==> config.mk <==
export PLATFORM = sky130hd
export DESIGN_NAME = udp_cpu_shell
export DESIGN_NICKNAME = d
export VERILOG_FILES = /design/src/shell_pkg.sv /design/src/app_data_arbiter.sv /design/src/byte_queue.sv /design/src/rxbuf_monitor.sv /design/src/txbuf_msg_source.sv /design/src/udp_cpu_shell.sv
export SDC_FILE = /design/constraint.sdc
export NUM_CORES = 1
export LEC_CHECK = 0
export ABC_AREA = 1
export BUFFER_PORTS_ARGS = -buffer_cell sky130_fd_sc_hd__buf_2
export CAP_MARGIN = 20
export CORE_MARGIN = 2
export CORE_UTILIZATION = 40
export DETAILED_ROUTE_END_ITERATION = 8
export GPL_ROUTABILITY_DRIVEN = 0
export MAX_ROUTING_LAYER = met4
export PLACE_DENSITY = 0.7
export SETUP_SLACK_MARGIN = 0.05
export SYNTH_ARGS = -nofsm -noshare
export SYNTH_HDL_FRONTEND = slang
export SYNTH_HIERARCHICAL = 1
export SYNTH_SLANG_ARGS = --single-unit
==> constraint.sdc <==
create_clock -name clk -period 2.6 [get_ports clk]
set_clock_uncertainty 0.2 [all_clocks]
set_input_delay 0.52 -clock clk [delete_from_list [all_inputs] [get_ports clk]]
set_output_delay 0.52 -clock clk [all_outputs]
set_load 0.02 [all_outputs]
==> src/shell_pkg.sv <==
package shell_pkg;

    // ~~~~~~~~~~~~~~~~~~~~~~~~~~~~~~~~~~~~~~~~~~~~~~~~~~~~~~~~~~~~~~~~~~~~~~~~~~
    // widths and depths
    // ~~~~~~~~~~~~~~~~~~~~~~~~~~~~~~~~~~~~~~~~~~~~~~~~~~~~~~~~~~~~~~~~~~~~~~~~~~

    localparam int TXBUF_AWIDTH    = 6;
    localparam int RXBUF_AWIDTH    = 6;

    localparam int RX_QUEUE_DEPTH  = 16;
    localparam int RX_QUEUE_AWIDTH = 4;

    // release fires when this counter bit goes high, every 33 cycles
    localparam int TX_TIMER_MSB    = 5;

    localparam int TXMSG_LEN       = 5;

    // ~~~~~~~~~~~~~~~~~~~~~~~~~~~~~~~~~~~~~~~~~~~~~~~~~~~~~~~~~~~~~~~~~~~~~~~~~~
    // types
    // ~~~~~~~~~~~~~~~~~~~~~~~~~~~~~~~~~~~~~~~~~~~~~~~~~~~~~~~~~~~~~~~~~~~~~~~~~~

    typedef logic [7:0]              byte_t;
    typedef logic [31:0]             word_t;
    typedef logic [15:0]             rx_size_t;
    typedef logic [TXBUF_AWIDTH-1:0] txbuf_addr_t;
    typedef logic [RXBUF_AWIDTH-1:0] rxbuf_addr_t;

    // write port of the receive buffer as driven by the engine
    typedef struct packed {
        rxbuf_addr_t addr;
        logic        ce;
        logic        we;
        word_t       wdata;
    } rxbuf_wr_t;

    typedef enum logic {
        OWNER_IP  = 1'b0,
        OWNER_CPU = 1'b1
    } buf_owner_t;

    typedef enum logic [1:0] {
        GRANT_NONE = 2'b00,
        GRANT_IP   = 2'b01,
        GRANT_CPU  = 2'b10
    } app_grant_t;

    // ~~~~~~~~~~~~~~~~~~~~~~~~~~~~~~~~~~~~~~~~~~~~~~~~~~~~~~~~~~~~~~~~~~~~~~~~~~
    // constants
    // ~~~~~~~~~~~~~~~~~~~~~~~~~~~~~~~~~~~~~~~~~~~~~~~~~~~~~~~~~~~~~~~~~~~~~~~~~~

    // transmit message: destination ip, ports, length, then payload text
    localparam word_t TXMSG_WORD0 = 32'h0a01a8c0;
    localparam word_t TXMSG_WORD1 = 32'h045704d2;
    localparam word_t TXMSG_WORD2 = 32'h00000007;
    localparam word_t TXMSG_WORD3 = 32'h626f6f66;
    localparam word_t TXMSG_WORD4 = 32'h000a7261;

    // size sits in the upper half of this word
    localparam rxbuf_addr_t RX_SIZE_WORD_ADDR = 6'd1;

    localparam rx_size_t LED_R_MAX = 16'd10;
    localparam rx_size_t LED_G_MAX = 16'd20;

endpackage

==> src/app_data_arbiter.sv <==
`timescale 1ns/1ps

module app_data_arbiter import shell_pkg::*; (
    input  logic clk,
    input  logic rst_n,

    input  logic app_ip_req,
    input  logic app_ip_rel,
    input  logic app_cpu_req,
    input  logic app_cpu_rel,

    output logic app_ip_grant,
    output logic app_cpu_grant
);

    app_grant_t state;

    always_ff @(posedge clk or negedge rst_n) begin
        if (!rst_n) begin
            state <= GRANT_NONE;
        end else begin
            case (state)
                GRANT_NONE: begin
                    // ip side wins a tie
                    if (app_ip_req) begin
                        state <= GRANT_IP;
                    end else if (app_cpu_req) begin
                        state <= GRANT_CPU;
                    end
                end
                GRANT_IP: begin
                    if (app_ip_rel) begin
                        state <= GRANT_NONE;
                    end
                end
                GRANT_CPU: begin
                    if (app_cpu_rel) begin
                        state <= GRANT_NONE;
                    end
                end
                default: state <= GRANT_NONE;
            endcase
        end
    end

    assign app_ip_grant  = (state == GRANT_IP);
    assign app_cpu_grant = (state == GRANT_CPU);

    a_grant_exclusive: assert property (
        @(posedge clk) disable iff (!rst_n)
        !(app_ip_grant && app_cpu_grant)
    ) else $error("app_data_arbiter: both sides granted");

endmodule

==> src/byte_queue.sv <==
`timescale 1ns/1ps

module byte_queue import shell_pkg::*; (
    input  logic  clk,
    input  logic  rst_n,

    input  logic  q_wr,
    input  byte_t q_din,
    output logic  q_full,

    input  logic  q_rd,
    output byte_t q_dout,
    output logic  q_empty
);

    byte_t                      mem [RX_QUEUE_DEPTH];
    logic [RX_QUEUE_AWIDTH-1:0] wr_ptr;
    logic [RX_QUEUE_AWIDTH-1:0] rd_ptr;
    logic [RX_QUEUE_AWIDTH:0]   count;

    logic do_wr;
    logic do_rd;

    // overflowing writes and underflowing reads are dropped
    assign do_wr = q_wr && !q_full;
    assign do_rd = q_rd && !q_empty;

    assign q_full  = (count == (RX_QUEUE_AWIDTH+1)'(RX_QUEUE_DEPTH));
    assign q_empty = (count == '0);

    // head is visible without a read strobe
    assign q_dout = mem[rd_ptr];

    always_ff @(posedge clk) begin
        if (do_wr) begin
            mem[wr_ptr] <= q_din;
        end
    end

    // pointers wrap at the natural power of two
    always_ff @(posedge clk or negedge rst_n) begin
        if (!rst_n) begin
            wr_ptr <= '0;
            rd_ptr <= '0;
            count  <= '0;
        end else begin
            if (do_wr) begin
                wr_ptr <= wr_ptr + 1'b1;
            end
            if (do_rd) begin
                rd_ptr <= rd_ptr + 1'b1;
            end
            case ({do_wr, do_rd})
                2'b10:   count <= count + 1'b1;
                2'b01:   count <= count - 1'b1;
                default: count <= count;
            endcase
        end
    end

    // ~~~~~~~~~~~~~~~~~~~~~~~~~~~~~~~~~~~~~~~~~~~~~~~~~~~~~~~~~~~~~~~~~~~~~~~~~~
    // checks on the writer and the reader
    // ~~~~~~~~~~~~~~~~~~~~~~~~~~~~~~~~~~~~~~~~~~~~~~~~~~~~~~~~~~~~~~~~~~~~~~~~~~

    // writer has to honour back-pressure
    a_no_overflow: assert property (
        @(posedge clk) disable iff (!rst_n)
        q_wr |-> !q_full
    ) else $error("byte_queue: write while full");

    a_no_underflow: assert property (
        @(posedge clk) disable iff (!rst_n)
        q_rd |-> !q_empty
    ) else $error("byte_queue: read while empty");

endmodule

==> src/rxbuf_monitor.sv <==
`timescale 1ns/1ps

module rxbuf_monitor import shell_pkg::*; (
    input  logic      clk,
    input  logic      rst_n,

    input  logic      rxbuf_ip_rel,
    output logic      rxbuf_ip_grant,

    input  rxbuf_wr_t rxbuf_wr,

    output logic      led_r,
    output logic      led_g,
    output logic      led_b
);

    buf_owner_t owner;
    logic       rxbuf_cpu_grant;
    logic       rxbuf_cpu_rel;
    rx_size_t   last_rx_size;

    // ~~~~~~~~~~~~~~~~~~~~~~~~~~~~~~~~~~~~~~~~~~~~~~~~~~~~~~~~~~~~~~~~~~~~~~~~~~
    // buffer ownership
    // ~~~~~~~~~~~~~~~~~~~~~~~~~~~~~~~~~~~~~~~~~~~~~~~~~~~~~~~~~~~~~~~~~~~~~~~~~~

    always_ff @(posedge clk or negedge rst_n) begin
        if (!rst_n) begin
            owner <= OWNER_IP;
        end else begin
            case (owner)
                OWNER_IP: begin
                    if (rxbuf_ip_rel) begin
                        owner <= OWNER_CPU;
                    end
                end
                OWNER_CPU: begin
                    if (rxbuf_cpu_rel) begin
                        owner <= OWNER_IP;
                    end
                end
                default: owner <= OWNER_IP;
            endcase
        end
    end

    assign rxbuf_ip_grant  = (owner == OWNER_IP);
    assign rxbuf_cpu_grant = (owner == OWNER_CPU);

    // cpu gives the buffer straight back, one cycle after it sees the grant
    always_ff @(posedge clk or negedge rst_n) begin
        if (!rst_n) begin
            rxbuf_cpu_rel <= 1'b0;
        end else begin
            rxbuf_cpu_rel <= rxbuf_cpu_grant;
        end
    end

    // ~~~~~~~~~~~~~~~~~~~~~~~~~~~~~~~~~~~~~~~~~~~~~~~~~~~~~~~~~~~~~~~~~~~~~~~~~~
    // received size and leds
    // ~~~~~~~~~~~~~~~~~~~~~~~~~~~~~~~~~~~~~~~~~~~~~~~~~~~~~~~~~~~~~~~~~~~~~~~~~~

    // snooped regardless of ownership
    always_ff @(posedge clk or negedge rst_n) begin
        if (!rst_n) begin
            last_rx_size <= '0;
        end else if (rxbuf_wr.we && (rxbuf_wr.addr == RX_SIZE_WORD_ADDR)) begin
            last_rx_size <= rxbuf_wr.wdata[31:16];
        end
    end

    assign led_r = (last_rx_size != '0) && (last_rx_size <= LED_R_MAX);
    assign led_g = (last_rx_size > LED_R_MAX) && (last_rx_size <= LED_G_MAX);
    assign led_b = (last_rx_size > LED_G_MAX);

    a_led_onehot0: assert property (
        @(posedge clk) disable iff (!rst_n)
        $onehot0({led_r, led_g, led_b})
    ) else $error("rxbuf_monitor: more than one led lit");

endmodule

==> src/txbuf_msg_source.sv <==
`timescale 1ns/1ps

module txbuf_msg_source import shell_pkg::*; (
    input  logic        clk,
    input  logic        rst_n,

    input  logic        txbuf_ip_rel,
    output logic        txbuf_ip_grant,

    input  txbuf_addr_t txbuf_addr,
    output word_t       txbuf_rdata
);

    logic [TX_TIMER_MSB:0] tx_cnt;
    logic                  tx_cpu_rel;
    buf_owner_t            owner;
    word_t                 rom_word;

    // ~~~~~~~~~~~~~~~~~~~~~~~~~~~~~~~~~~~~~~~~~~~~~~~~~~~~~~~~~~~~~~~~~~~~~~~~~~
    // periodic cpu release
    // ~~~~~~~~~~~~~~~~~~~~~~~~~~~~~~~~~~~~~~~~~~~~~~~~~~~~~~~~~~~~~~~~~~~~~~~~~~

    always_ff @(posedge clk or negedge rst_n) begin
        if (!rst_n) begin
            tx_cnt     <= '0;
            tx_cpu_rel <= 1'b0;
        end else begin
            if (tx_cnt[TX_TIMER_MSB]) begin
                tx_cpu_rel <= 1'b1;
                tx_cnt     <= '0;
            end else begin
                tx_cpu_rel <= 1'b0;
                tx_cnt     <= tx_cnt + 1'b1;
            end
        end
    end

    // ~~~~~~~~~~~~~~~~~~~~~~~~~~~~~~~~~~~~~~~~~~~~~~~~~~~~~~~~~~~~~~~~~~~~~~~~~~
    // buffer ownership
    // ~~~~~~~~~~~~~~~~~~~~~~~~~~~~~~~~~~~~~~~~~~~~~~~~~~~~~~~~~~~~~~~~~~~~~~~~~~

    // cpu holds the buffer out of reset and hands it over on its release
    always_ff @(posedge clk or negedge rst_n) begin
        if (!rst_n) begin
            owner <= OWNER_CPU;
        end else begin
            case (owner)
                OWNER_CPU: begin
                    if (tx_cpu_rel) begin
                        owner <= OWNER_IP;
                    end
                end
                OWNER_IP: begin
                    if (txbuf_ip_rel) begin
                        owner <= OWNER_CPU;
                    end
                end
                default: owner <= OWNER_CPU;
            endcase
        end
    end

    assign txbuf_ip_grant = (owner == OWNER_IP);

    // ~~~~~~~~~~~~~~~~~~~~~~~~~~~~~~~~~~~~~~~~~~~~~~~~~~~~~~~~~~~~~~~~~~~~~~~~~~
    // message rom
    // ~~~~~~~~~~~~~~~~~~~~~~~~~~~~~~~~~~~~~~~~~~~~~~~~~~~~~~~~~~~~~~~~~~~~~~~~~~

    always_comb begin
        rom_word = '0;
        if (txbuf_addr < txbuf_addr_t'(TXMSG_LEN)) begin
            case (txbuf_addr[2:0])
                3'd0:    rom_word = TXMSG_WORD0;
                3'd1:    rom_word = TXMSG_WORD1;
                3'd2:    rom_word = TXMSG_WORD2;
                3'd3:    rom_word = TXMSG_WORD3;
                3'd4:    rom_word = TXMSG_WORD4;
                default: rom_word = '0;
            endcase
        end
    end

    // one cycle read latency, like a block ram
    always_ff @(posedge clk or negedge rst_n) begin
        if (!rst_n) begin
            txbuf_rdata <= '0;
        end else begin
            txbuf_rdata <= rom_word;
        end
    end

    // the counter stops at its firing value and restarts from zero
    a_timer_wraps: assert property (
        @(posedge clk) disable iff (!rst_n)
        tx_cnt[TX_TIMER_MSB] |-> (tx_cnt[TX_TIMER_MSB-1:0] == '0) ##1 (tx_cnt == '0)
    ) else $error("txbuf_msg_source: release counter overran");

endmodule

==> src/udp_cpu_shell.sv <==
`timescale 1ns/1ps

module udp_cpu_shell import shell_pkg::*; (
    input  logic        clk,
    input  logic        rst_n,

    // received payload bytes toward the engine
    input  logic        q_wr,
    input  byte_t       q_din,
    output logic        q_full,
    input  logic        q_rd,
    output byte_t       q_dout,
    output logic        q_empty,

    // udp transmit buffer
    input  logic        txbuf_ip_rel,
    output logic        txbuf_ip_grant,
    input  txbuf_addr_t txbuf_addr,
    output word_t       txbuf_rdata,

    // udp receive buffer
    input  logic        rxbuf_ip_rel,
    output logic        rxbuf_ip_grant,
    input  rxbuf_wr_t   rxbuf_wr,

    output logic        led_r,
    output logic        led_g,
    output logic        led_b,

    // application data block
    input  logic        app_ip_req,
    input  logic        app_ip_rel,
    input  logic        app_cpu_req,
    input  logic        app_cpu_rel,
    output logic        app_ip_grant,
    output logic        app_cpu_grant
);

    // ~~~~~~~~~~~~~~~~~~~~~~~~~~~~~~~~~~~~~~~~~~~~~~~~~~~~~~~~~~~~~~~~~~~~~~~~~~
    // producer, buffer and consumer around the engine
    // ~~~~~~~~~~~~~~~~~~~~~~~~~~~~~~~~~~~~~~~~~~~~~~~~~~~~~~~~~~~~~~~~~~~~~~~~~~

    txbuf_msg_source txs0 (
        .clk            (clk),
        .rst_n          (rst_n),
        .txbuf_ip_rel   (txbuf_ip_rel),
        .txbuf_ip_grant (txbuf_ip_grant),
        .txbuf_addr     (txbuf_addr),
        .txbuf_rdata    (txbuf_rdata)
    );

    byte_queue rxq0 (
        .clk     (clk),
        .rst_n   (rst_n),
        .q_wr    (q_wr),
        .q_din   (q_din),
        .q_full  (q_full),
        .q_rd    (q_rd),
        .q_dout  (q_dout),
        .q_empty (q_empty)
    );

    rxbuf_monitor rxm0 (
        .clk            (clk),
        .rst_n          (rst_n),
        .rxbuf_ip_rel   (rxbuf_ip_rel),
        .rxbuf_ip_grant (rxbuf_ip_grant),
        .rxbuf_wr       (rxbuf_wr),
        .led_r          (led_r),
        .led_g          (led_g),
        .led_b          (led_b)
    );

    // ~~~~~~~~~~~~~~~~~~~~~~~~~~~~~~~~~~~~~~~~~~~~~~~~~~~~~~~~~~~~~~~~~~~~~~~~~~
    // application data sharing
    // ~~~~~~~~~~~~~~~~~~~~~~~~~~~~~~~~~~~~~~~~~~~~~~~~~~~~~~~~~~~~~~~~~~~~~~~~~~

    app_data_arbiter arb0 (
        .clk           (clk),
        .rst_n         (rst_n),
        .app_ip_req    (app_ip_req),
        .app_ip_rel    (app_ip_rel),
        .app_cpu_req   (app_cpu_req),
        .app_cpu_rel   (app_cpu_rel),
        .app_ip_grant  (app_ip_grant),
        .app_cpu_grant (app_cpu_grant)
    );

endmodule

==> reports/summary.txt, run 1 <==
Syn Area/Cell = 9.715 µm²
CTS tree = built
Place WS = 204.5 ps
slowest stage cell on the critical path = dfrtp_2
All-Layer GR Usage = 0.1741
Power Total = 10.31 mW
Pwr per Cell Area = 1029 nW/µm²
row cnt = 52
FF/Latch Area = 5251 µm²
synthesized instance count = 840
Internal = 6.470 mW
antenna cells = 0
cts bufs inserted = 17
compound-cell area share of the yosys netlist = 0.01027
largest net degree at the start of global routing = 36
Clk Latency, worst-skew pair = 430 ps
leakage = 4.660 nW
Post-synth top flop = edfxtp_1
CP cell instances = buf_12, clkinv_16, buf_12, nand2_2, nand3_1, nand2_1, nor2_2, nand2_2, nand2_2, buf_6
Worst Tran Pin Value = 524.8 ps
RSZ-0062 raised after global routing = true
Post-DRT Antenna Nets = 0
CP dominant cell by count = nand2_2
post-synth cell types = 32
clock sinks = 184
critical path startpoint = rxq0/rd_ptr[0]
Worst-path clk slew = 70 ps
peak supply drop = 0.6287 mV
CTS H-tree lvls = 4
# setup viols final = 0
commonest cells in the synthesized netlist = 297 x nand2_1, 128 x edfxtp_1, 96 x nor2_1
status = complete, no violations
Initial DRT Pass Iterations = 6
largest family of logic cells by synthesized area = simple AND/OR/NAND/NOR gates
Via Count = 5860
top cells by area, synth = edfxtp_1 47%, dfrtp_1 17%, nand2_1 14%
root buffer cell = clkbuf_16
CP endpoint kind = output pin
crit-path leading delay family = simple AND/OR/NAND/NOR gates
# port buffers = 90
Nets = 1028
Critical Path Sink = q_dout[1]
origin of the critical flop-to-flop path = rxq0/count[1]
Levels on crit path = 10
vias per cell = 4.745
hpwl dp = 10.85 mm
sequential-to-total area share from yosys stat = 0.6429
core area = 20100 µm²
crit-path max cell delay = 410 ps
maximum clock path buffer count = 2
worst r2r dst = rxq0/count[4]
final wirelength = 17.99 mm
asr flop ratio synth = 0.3043
Starting Density = 0.4059
Simple-Gate Fraction of Synth Area = 0.2446
multi-input combinational cell area = 2499 µm²
fin crit share = 0.9822
Die W = 146.8 µm
fmax = 391.6 MHz
Clock power frac = 0.236
IO Count = 113
initial antenna violation count = 0
reg2reg setup slack = 290 ps
Reg power frac = 0.362
wire per inst = 14.57 µm
first-pass GRT wire length = 27.87 mm
Yosys top cell area share = 0.4710
Hold WC Path Type = in -> reg
final hold vios = 0
Required @ worst endpoint = 1880 ps
combinational share of power = 0.403
multiplexer share of the synthesized area = 0
Post-synth EDFFs = 128
Crit Path Category = reg -> out
layout cell share with drive strength beyond 1 = 0.2394
MaxCap Viol Count = 0
CP startpoint kind = flop
Synth Cell Area = 8160 µm²
Die Footprint = 21560 µm²
Psw = 3.838 mW
fin crit period = 2554 ps
adder-cell share of the synthesized area = 0.01779
worst r2r path cells = 14
number of global-route vias before repair = 5670
Worst slew margin = 0.6501
Filler cells = 1744
Crit path buffers/inverters = 4
crit path DAT = 1830 ps
xor and xnor area share after synthesis = 0.008586
crit path max fanout = 8
remaining routing DRC violations = 0
number of synthesized register bits = 184
GRT overflow = 0
switching fraction of total power = 0.3723
top-count cell post-synth = nand2_1
height of the chip = 146.8 µm
final worst slack = 46.36 ps
Ys Warns = 6
DR iter-0 viols = 389
Yosys top cell by area = edfxtp_1
area delta synth->final = 22.80%
fin. max-slew vios = 0
## cells by family after synthesis
kind of cell | count (synthesis)
simple gates | 487
flops | 184
buf+inv | 133
compound gates | 16
fa+ha+maj | 11
xor+xnor | 8
other cells | 1
## state kept, by name, indices dropped and copies added (netlist names)
name	flops
rxq0/mem	128
rxm0/last_rx_size	16
txs0/txbuf_rdata	15
txs0/tx_cnt	6
rxq0/count	5
rxq0/rd_ptr	4
rxq0/wr_ptr	4
arb0/state	2
rxm0/owner	1
rxm0/rxbuf_cpu_rel	1
txs0/owner	1
txs0/tx_cpu_rel	1
## worst register-to-register path, stage by stage, from the launching register on
cell	delay, ps
dfrtp_1	410
nor2_1	160
nand4_1	150
nand2_2	120
ha_2	230
inv_1	80
fa_1	390
inv_1	70
nand2_1	60
nand2_1	90
nand2_1	60
nand2_1	50
nand2_1	40
nand2_1	50
nand2_1	40
## power by group through the flow
stage	combinational (mW)	sequential (mW)	clock [mW]
2_1_floorplan	2.18	3.69	0
3_3_place_gp	3.04	3.76	0
3_5_place_dp	3.08	3.78	0
4_1_cts	3.49	3.73	2.47
5_1_grt	4.55	3.76	2.60
6_report	4.15	3.73	2.43
## what timing repair did
action | in CTS | in global routing
setup endpoints to repair | 8 | 9
gates cloned | 2 | 6
setup buffers | 7 | 3
resized for setup | 22 | 75
hold buffers | 1 | 0
pin swaps | 8 | 20
hold endpoints to repair | 21 | 0
## metal layers
metal  vias up  GRT usage  part of all wire
met4         0    0.07039             0.024
met1      2701     0.2132              0.42
met3        40    0.04130             0.076
met5         -          -                 0
met2       230     0.2798              0.48
li1       2889          -                 -
## placed cells by master, fill, tap and decap left out, drive strengths merged
master / count
dfstp: 1
nor3: 4
buf: 126
nor3b: 1
nand3b: 1
clkinvlp: 5
dlygate4sd3: 1
a21oi: 7
nor2: 99
dfrtp: 55
xnor2: 3
nand3: 77
xor2: 5
clkbuf: 21
edfxtp: 128
or2: 2
ha: 10
o21ai: 9
inv: 94
nand2: 299
conb: 5
clkinv: 6
bufinv: 1
nand4: 4
fa: 1
## metrics by stage
| step | cell area, µm² | utilization | hold WS (ps) | std cells | setup TNS (ps) |
|---|---|---|---|---|---|
| floorplan | 8175 | - | 24.41 | 844 | 0 |
| global placement | 8916 | 0.4435 | 159.3 | 1187 | 0 |
| detailed placement | 8916 | 0.4435 | 178.2 | 1187 | 0 |
| CTS | 9679 | 0.4815 | 74.22 | 1228 | 0 |
| global route | 10020 | 0.4984 | 79.73 | 1235 | -188.7 |
| finish | 10020 | 0.4984 | 94.08 | 1235 | 0 |
## cell type report
class,instances,share of cell area
well taps,270,0.03371
inverters,91,0.03758
repair inverters,1,0.0006243
repair buffers,131,0.09989
clock inverters,14,0.01236
multi-input cells,527,0.2493
flip-flops and latches,184,0.5240
clock buffers,17,0.04245
## how the worst min path moves through the flow
stage / start / end / slack [ps] / cells after the start
after floorplan: rst_n / arb0/state[0] / 20 / 0
after global placement: rxm0/owner / rxm0/rxbuf_cpu_rel / 160 / 0
after detailed placement: rxm0/owner / rxm0/rxbuf_cpu_rel / 180 / 0
after CTS: txbuf_addr[2] / txs0/txbuf_rdata[7] / 70 / 2
after global routing: txbuf_addr[2] / txs0/txbuf_rdata[7] / 80 / 2
final: txbuf_addr[2] / txs0/txbuf_rdata[7] / 90 / 2
No activity file was read; power rests on OpenSTA's default activity.
==> run 2: changes to the inputs <==
==> constraint.sdc (replaced) <==
create_clock -name clk -period 2.6 [get_ports clk]
set_clock_uncertainty 0.2 [all_clocks]
set_input_delay 0.13 -clock clk [delete_from_list [all_inputs] [get_ports clk]]
set_output_delay 0.13 -clock clk [all_outputs]
set_load 0.02 [all_outputs]
==> reports/summary.txt, run 2 (same netlist as run 1, synthesis figures left out) <==
peak supply drop = 0.5682 mV (-9.6%)
Post-DRT Antenna Nets = 0 (unchanged)
CP cell instances = nor2_2, nand4_1, nand2_2, inv_1, ha_2, ha_1, or2_2, nand3_1, nand2_1, nand2_1, nand2_1
Die W = 146.8 µm (unchanged)
met1 Use GR = 0.2167 (+0.003553)
CP startpoint kind = flop
vias per cell = 4.747 (about the same)
Top Usage Layer GRT = met2
# port buffers = 90 (unchanged)
largest net degree at the start of global routing = 49 (+36%)
worst r2r dst = rxq0/count[4]
origin of the critical flop-to-flop path = rxq0/count[1]
maximum clock path buffer count = 2 (unchanged)
placed cells = 1183 (-0.34%)
Initial DRT Pass Iterations = 6 (unchanged)
RSZ-0062 raised after global routing = false
Required @ worst endpoint = 2720 ps (+840 ps)
Hold WC Path Type = in -> async
final wirelength = 18.86 mm (+4.8%)
Psw = 3.492 mW (-9.0%)
fin crit share = 0.9132 (-0.06895)
largest reg by FF count = rxq0/mem
Die Footprint = 21560 µm² (unchanged)
first-pass GRT wire length = 30.64 mm (+9.9%)
CTS H-tree lvls = 4 (unchanged)
CTS tree = built
layout cell share with drive strength beyond 1 = 0.1605 (-0.07887)
crit-path leading delay family = simple AND/OR/NAND/NOR gates
hpwl dp = 11.36 mm (+4.7%)
Reg power frac = 0.393 (+0.031)
met2 Usage GRT = 0.3232 (+0.04343)
DR iter-0 viols = 379 (-2.6%)
remaining routing DRC violations = 0 (unchanged)
leakage = 4.804 nW (+3.1%)
Power Total = 9.431 mW (-8.5%)
final hold vios = 0 (unchanged)
IO Count = 113 (unchanged)
Nets = 1090 (+6.0%)
All-Layer GR Usage = 0.1895 (+0.01549)
fin crit period = 2374 ps (-179.3 ps)
Internal = 5.939 mW (-8.2%)
Via Count = 6166 (+5.2%)
Worst Hold Slack = 58.92 ps (-35.15 ps)
crit path DAT = 2490 ps (+660 ps)
Crit Path Category = reg -> reg
Critical Path Sink = rxq0/count[4]
GRT met3 Usage = 0.03944 (-0.001863)
height of the chip = 146.8 µm (unchanged)
Levels on crit path = 11 (+1)
row cnt = 52 (unchanged)
post-route cell area = 10280 µm² (+2.6%)
number of global-route vias before repair = 6279 (+11%)
reg2reg setup slack = 230 ps (-60 ps)
combinational share of power = 0.338 (-0.065)
commonest non-fill, non-tap cells in the layout = 296 x nand2_1, 128 x edfxtp_1, 95 x nor2_1
initial antenna violation count = 1 (+1)
placed cell area = 8848 µm² (-0.76%)
MaxCap Viol Count = 0 (unchanged)
Layout Cells excl Fill = 1299 (+5.2%)
# setup viols final = 0 (unchanged)
Pwr per Cell Area = 917.0 nW/µm² (-11%)
worst r2r path cells = 11 (-3)
top flop regs = rxq0/mem x128, rxm0/last_rx_size x16, txs0/txbuf_rdata x15
CP dominant cell by count = nand2_1
Starting Density = 0.4059 (unchanged)
CP endpoint kind = flop
Clk Latency, worst-skew pair = 420 ps (about the same)
cts bufs inserted = 17 (unchanged)
fin. max-slew vios = 0 (unchanged)
core area = 20100 µm² (unchanged)
Worst-path clk slew = 70 ps (about the same)
Worst Tran Pin Value = 695.7 ps (+170.9 ps)
Clock power frac = 0.269 (+0.033)
setup_tns = 0 ps (unchanged)
Crit path buffers/inverters = 1 (-3)
fmax = 421.2 MHz (+7.6%)
switching fraction of total power = 0.3703 (-0.001982)
slowest stage cell on the critical path = dfrtp_1
critical path startpoint = rxq0/count[1]
status = complete, no violations
commonest non-fill, non-tap cell in the layout = nand2_1
final worst slack = 225.6 ps (+179.3 ps)
max reg flops = 128 (unchanged)
root buffer cell = clkbuf_16
clock sinks = 184 (unchanged)
area delta synth->final = 26.04%
crit-path max cell delay = 430 ps (+20 ps)
final core utilization = 0.5116 (+0.01313)
GRT overflow = 0 (unchanged)
Place WS = 136.8 ps (-67.68 ps)
crit path max fanout = 6 (-2)
Filler cells = 1716 (-1.6%)
wire per inst = 14.52 µm (-0.36%)
Worst slew margin = 0.5347 (-0.1154)
## run 2: power by group through the flow
stage | Clock, mW | Sequential [mW] | Combinational [mW]
CTS | 2.59 | 3.70 | 3.11
floorplan | 0 | 3.69 | 2.18
global placement | 0 | 3.75 | 2.93
global route | 2.71 | 3.75 | 3.58
finish | 2.54 | 3.71 | 3.18
detailed placement | 0 | 3.76 | 2.99
## run 2: cell type report
cell class / instances / area, µm² / share of cell area
multi-input cells: 527 / 2326 / 0.2262
clock buffers: 18 / 429.2 / 0.04173
well taps: 270 / 337.8 / 0.03285
clock inverters: 14 / 158.9 / 0.01545
repair buffers: 194 / 1441 / 0.1401
inverters: 91 / 341.6 / 0.03321
diodes: 1 / 2.502 / 0.0002433
flip-flops and latches: 184 / 5248 / 0.5102
## run 2: worst min-delay path by stage
stage,startpoint,to,slack [ps],cells past startpoint
final,rst_n,rxm0/rxbuf_cpu_rel,60,3
after global routing,rst_n,txs0/txbuf_rdata[0],100,3
after CTS,rst_n,rxm0/owner,50,3
after floorplan,rst_n,arb0/state[0],-370,0
after global placement,rst_n,rxm0/last_rx_size[1],-140,1
after detailed placement,rst_n,rxm0/last_rx_size[2],-120,1
## run 2: layer usage
layer | vias to the layer above | wire, µm
li1 | 2999 | -
met5 | - | 0
met4 | 0 | 648
met2 | 243 | 9471
met3 | 49 | 1089
met1 | 2875 | 7646
## run 2: timing repair
item | in CTS | in global routing
buffers inserted | 0 | 4
hold buffers | 79 | 0
endpoints found under the setup margin | 0 | 5
endpoints found under the hold margin | 226 | 0
gates resized for setup | 0 | 4
## run 2: worst min-delay path: stages
cell and delay (ps):
dlygate4sd3_1 510, buf_2 150, buf_4 260
==> run 3: changes to the inputs <==
- clock period: 2.6 -> 2.9 ns (I/O delays scaled with it)
==> reports/summary.txt, run 3 (same netlist as run 1, synthesis figures left out) <==
Clk Latency, worst-skew pair = 430 ps (about the same)
fin crit period = 2603 ps
clock sinks = 184 (unchanged)
Initial DRT Pass Iterations = 4 (-2)
peak supply drop = 0.5060 mV (-11%)
top flop regs = rxq0/mem x128, rxm0/last_rx_size x16, txs0/txbuf_rdata x15
Required @ worst endpoint = 2560 ps (-160 ps)
status = complete, no violations
Crit Path Category = reg -> out
root buffer cell = clkbuf_16
hpwl dp = 10.74 mm (-5.4%)
largest reg by FF count = rxq0/mem
crit-path max cell delay = 630 ps (+200 ps)
Post-DRT Antenna Nets = 0 (unchanged)
Via Count = 6086 (-1.3%)
final worst slack = 297.0 ps (+71.35 ps)
layout cell share with drive strength beyond 1 = 0.1545 (-0.005969)
Worst Hold Slack = 34.13 ps (-24.79 ps)
largest net degree at the start of global routing = 82 (+67%)
# port buffers = 90 (unchanged)
MaxCap Viol Count = 0 (unchanged)
leakage = 4.663 nW (-2.9%)
area delta synth->final = 23.15%
fin crit share = 0.8976
commonest non-fill, non-tap cells in the layout = 297 x nand2_1, 128 x edfxtp_1, 96 x nor2_1
max reg flops = 128 (unchanged)
first-pass GRT wire length = 29.28 mm (-4.4%)
initial antenna violation count = 0 (-1)
Die Footprint = 21560 µm² (unchanged)
DR iter-0 viols = 338 (-11%)
CP dominant cell by count = nand2_1
Place WS = 463.7 ps (+326.9 ps)
setup_tns = 0 ps (unchanged)
maximum clock path buffer count = 2 (unchanged)
fmax = 384.2 MHz
remaining routing DRC violations = 0 (unchanged)
CP cell instances = buf_4, nand2_1, nand3_1, nand2_1, nor2_1, nand2_1, nand2_1, buf_2
antenna cells = 0 (-1)
final hold vios = 0 (unchanged)
Worst slew margin = 0.4300 (-0.1047)
Die W = 146.8 µm (unchanged)
RSZ-0062 raised after global routing = false
Worst-path clk slew = 70 ps (about the same)
Pwr per Cell Area = 838.5 nW/µm² (-8.6%)
CTS tree = built
Worst Tran Pin Value = 855.1 ps (+159.4 ps)
crit path DAT = 2260 ps (-230 ps)
vias per cell = 4.781 (+0.72%)
CP endpoint kind = output pin
CP startpoint kind = flop
Starting Density = 0.4059 (unchanged)
Nets = 1065 (-2.3%)
core area = 20100 µm² (unchanged)
crit path max fanout = 81 (+75)
slowest stage cell on the critical path = buf_4
cts bufs inserted = 17 (unchanged)
# setup viols final = 0 (unchanged)
commonest non-fill, non-tap cell in the layout = nand2_1
final wirelength = 18.06 mm (-4.2%)
GRT overflow = 0 (unchanged)
All-Layer GR Usage = 0.1803 (-0.009254)
CTS H-tree lvls = 4 (unchanged)
fin. max-slew vios = 0 (unchanged)
IO Count = 113 (unchanged)
row cnt = 52 (unchanged)
wire per inst = 14.19 µm (-2.3%)
number of global-route vias before repair = 5958 (-5.1%)
height of the chip = 146.8 µm (unchanged)
Hold WC Path Type = in -> reg
run 3: area by class of cell:
class / instances / area, µm²
fillers: 1703 / 10050
flip-flops and latches: 184 / 5248
multi-input cells: 527 / 2313
repair buffers: 169 / 1211
clock buffers: 17 / 425.4
inverters: 91 / 341.6
well taps: 270 / 337.8
clock inverters: 15 / 172.7
run 3: worst max-delay path: cells and delay by family (launching register included):
family / cells / cell delay [ps]
and+or+nand+nor: 6 / 630
DFF: 1 / 370
buffers and inverters: 2 / 780
run 3: path summary, 6_finish.rpt:
kind                                startpoint                    to  slack, ps  cells past startpoint
worst min-delay path              rxbuf_wr[38]  rxm0/last_rx_size[6]         30                      5
worst min register to register      rxm0/owner    rxm0/rxbuf_cpu_rel        190                      0
min in group asynchronous                rst_n  rxm0/last_rx_size[0]         70                      2
worst max register to register   rxq0/count[1]         rxq0/count[4]        450                     11
max in group asynchronous                rst_n            txs0/owner       1580                      3
worst max-delay path            rxq0/rd_ptr[0]             q_dout[1]        300                      8
run 3: timing repair:
item | CTS | global route
hold buffers | 62 | 0
buffers inserted | 0 | 0
gates resized for setup | 0 | 0
hold endpoints to repair | 195 | 0
run 3: through the flow:
stage | power (mW) | utilization | std cells | cell area [µm²]
after floorplan | 5.263 | - | 844 | 8175
after global placement | 6.053 | 0.4393 | 1179 | 8831
final | 8.426 | 0.4999 | 1273 | 10050
after detailed placement | 6.100 | 0.4393 | 1179 | 8831
after global routing | 8.967 | 0.4999 | 1273 | 10050
after CTS | 8.447 | 0.4999 | 1273 | 10050
run 3: power by group:
| part | switching [mW] | internal (mW) |
|---|---|---|
| Clock | 1.13 | 1.17 |
| Combinational | 1.90 | 0.917 |
| Sequential | 0.175 | 3.13 |
| Total | 3.21 | 5.22 |
run 3: metal layers:
layer	GRT usage	vias to the layer above	wire (µm)
li1	-	2954	-
met1	0.2175	2886	7654
met2	0.3026	217	9005
met3	0.03385	29	1042
met4	0.06845	0	357
met5	-	-	0
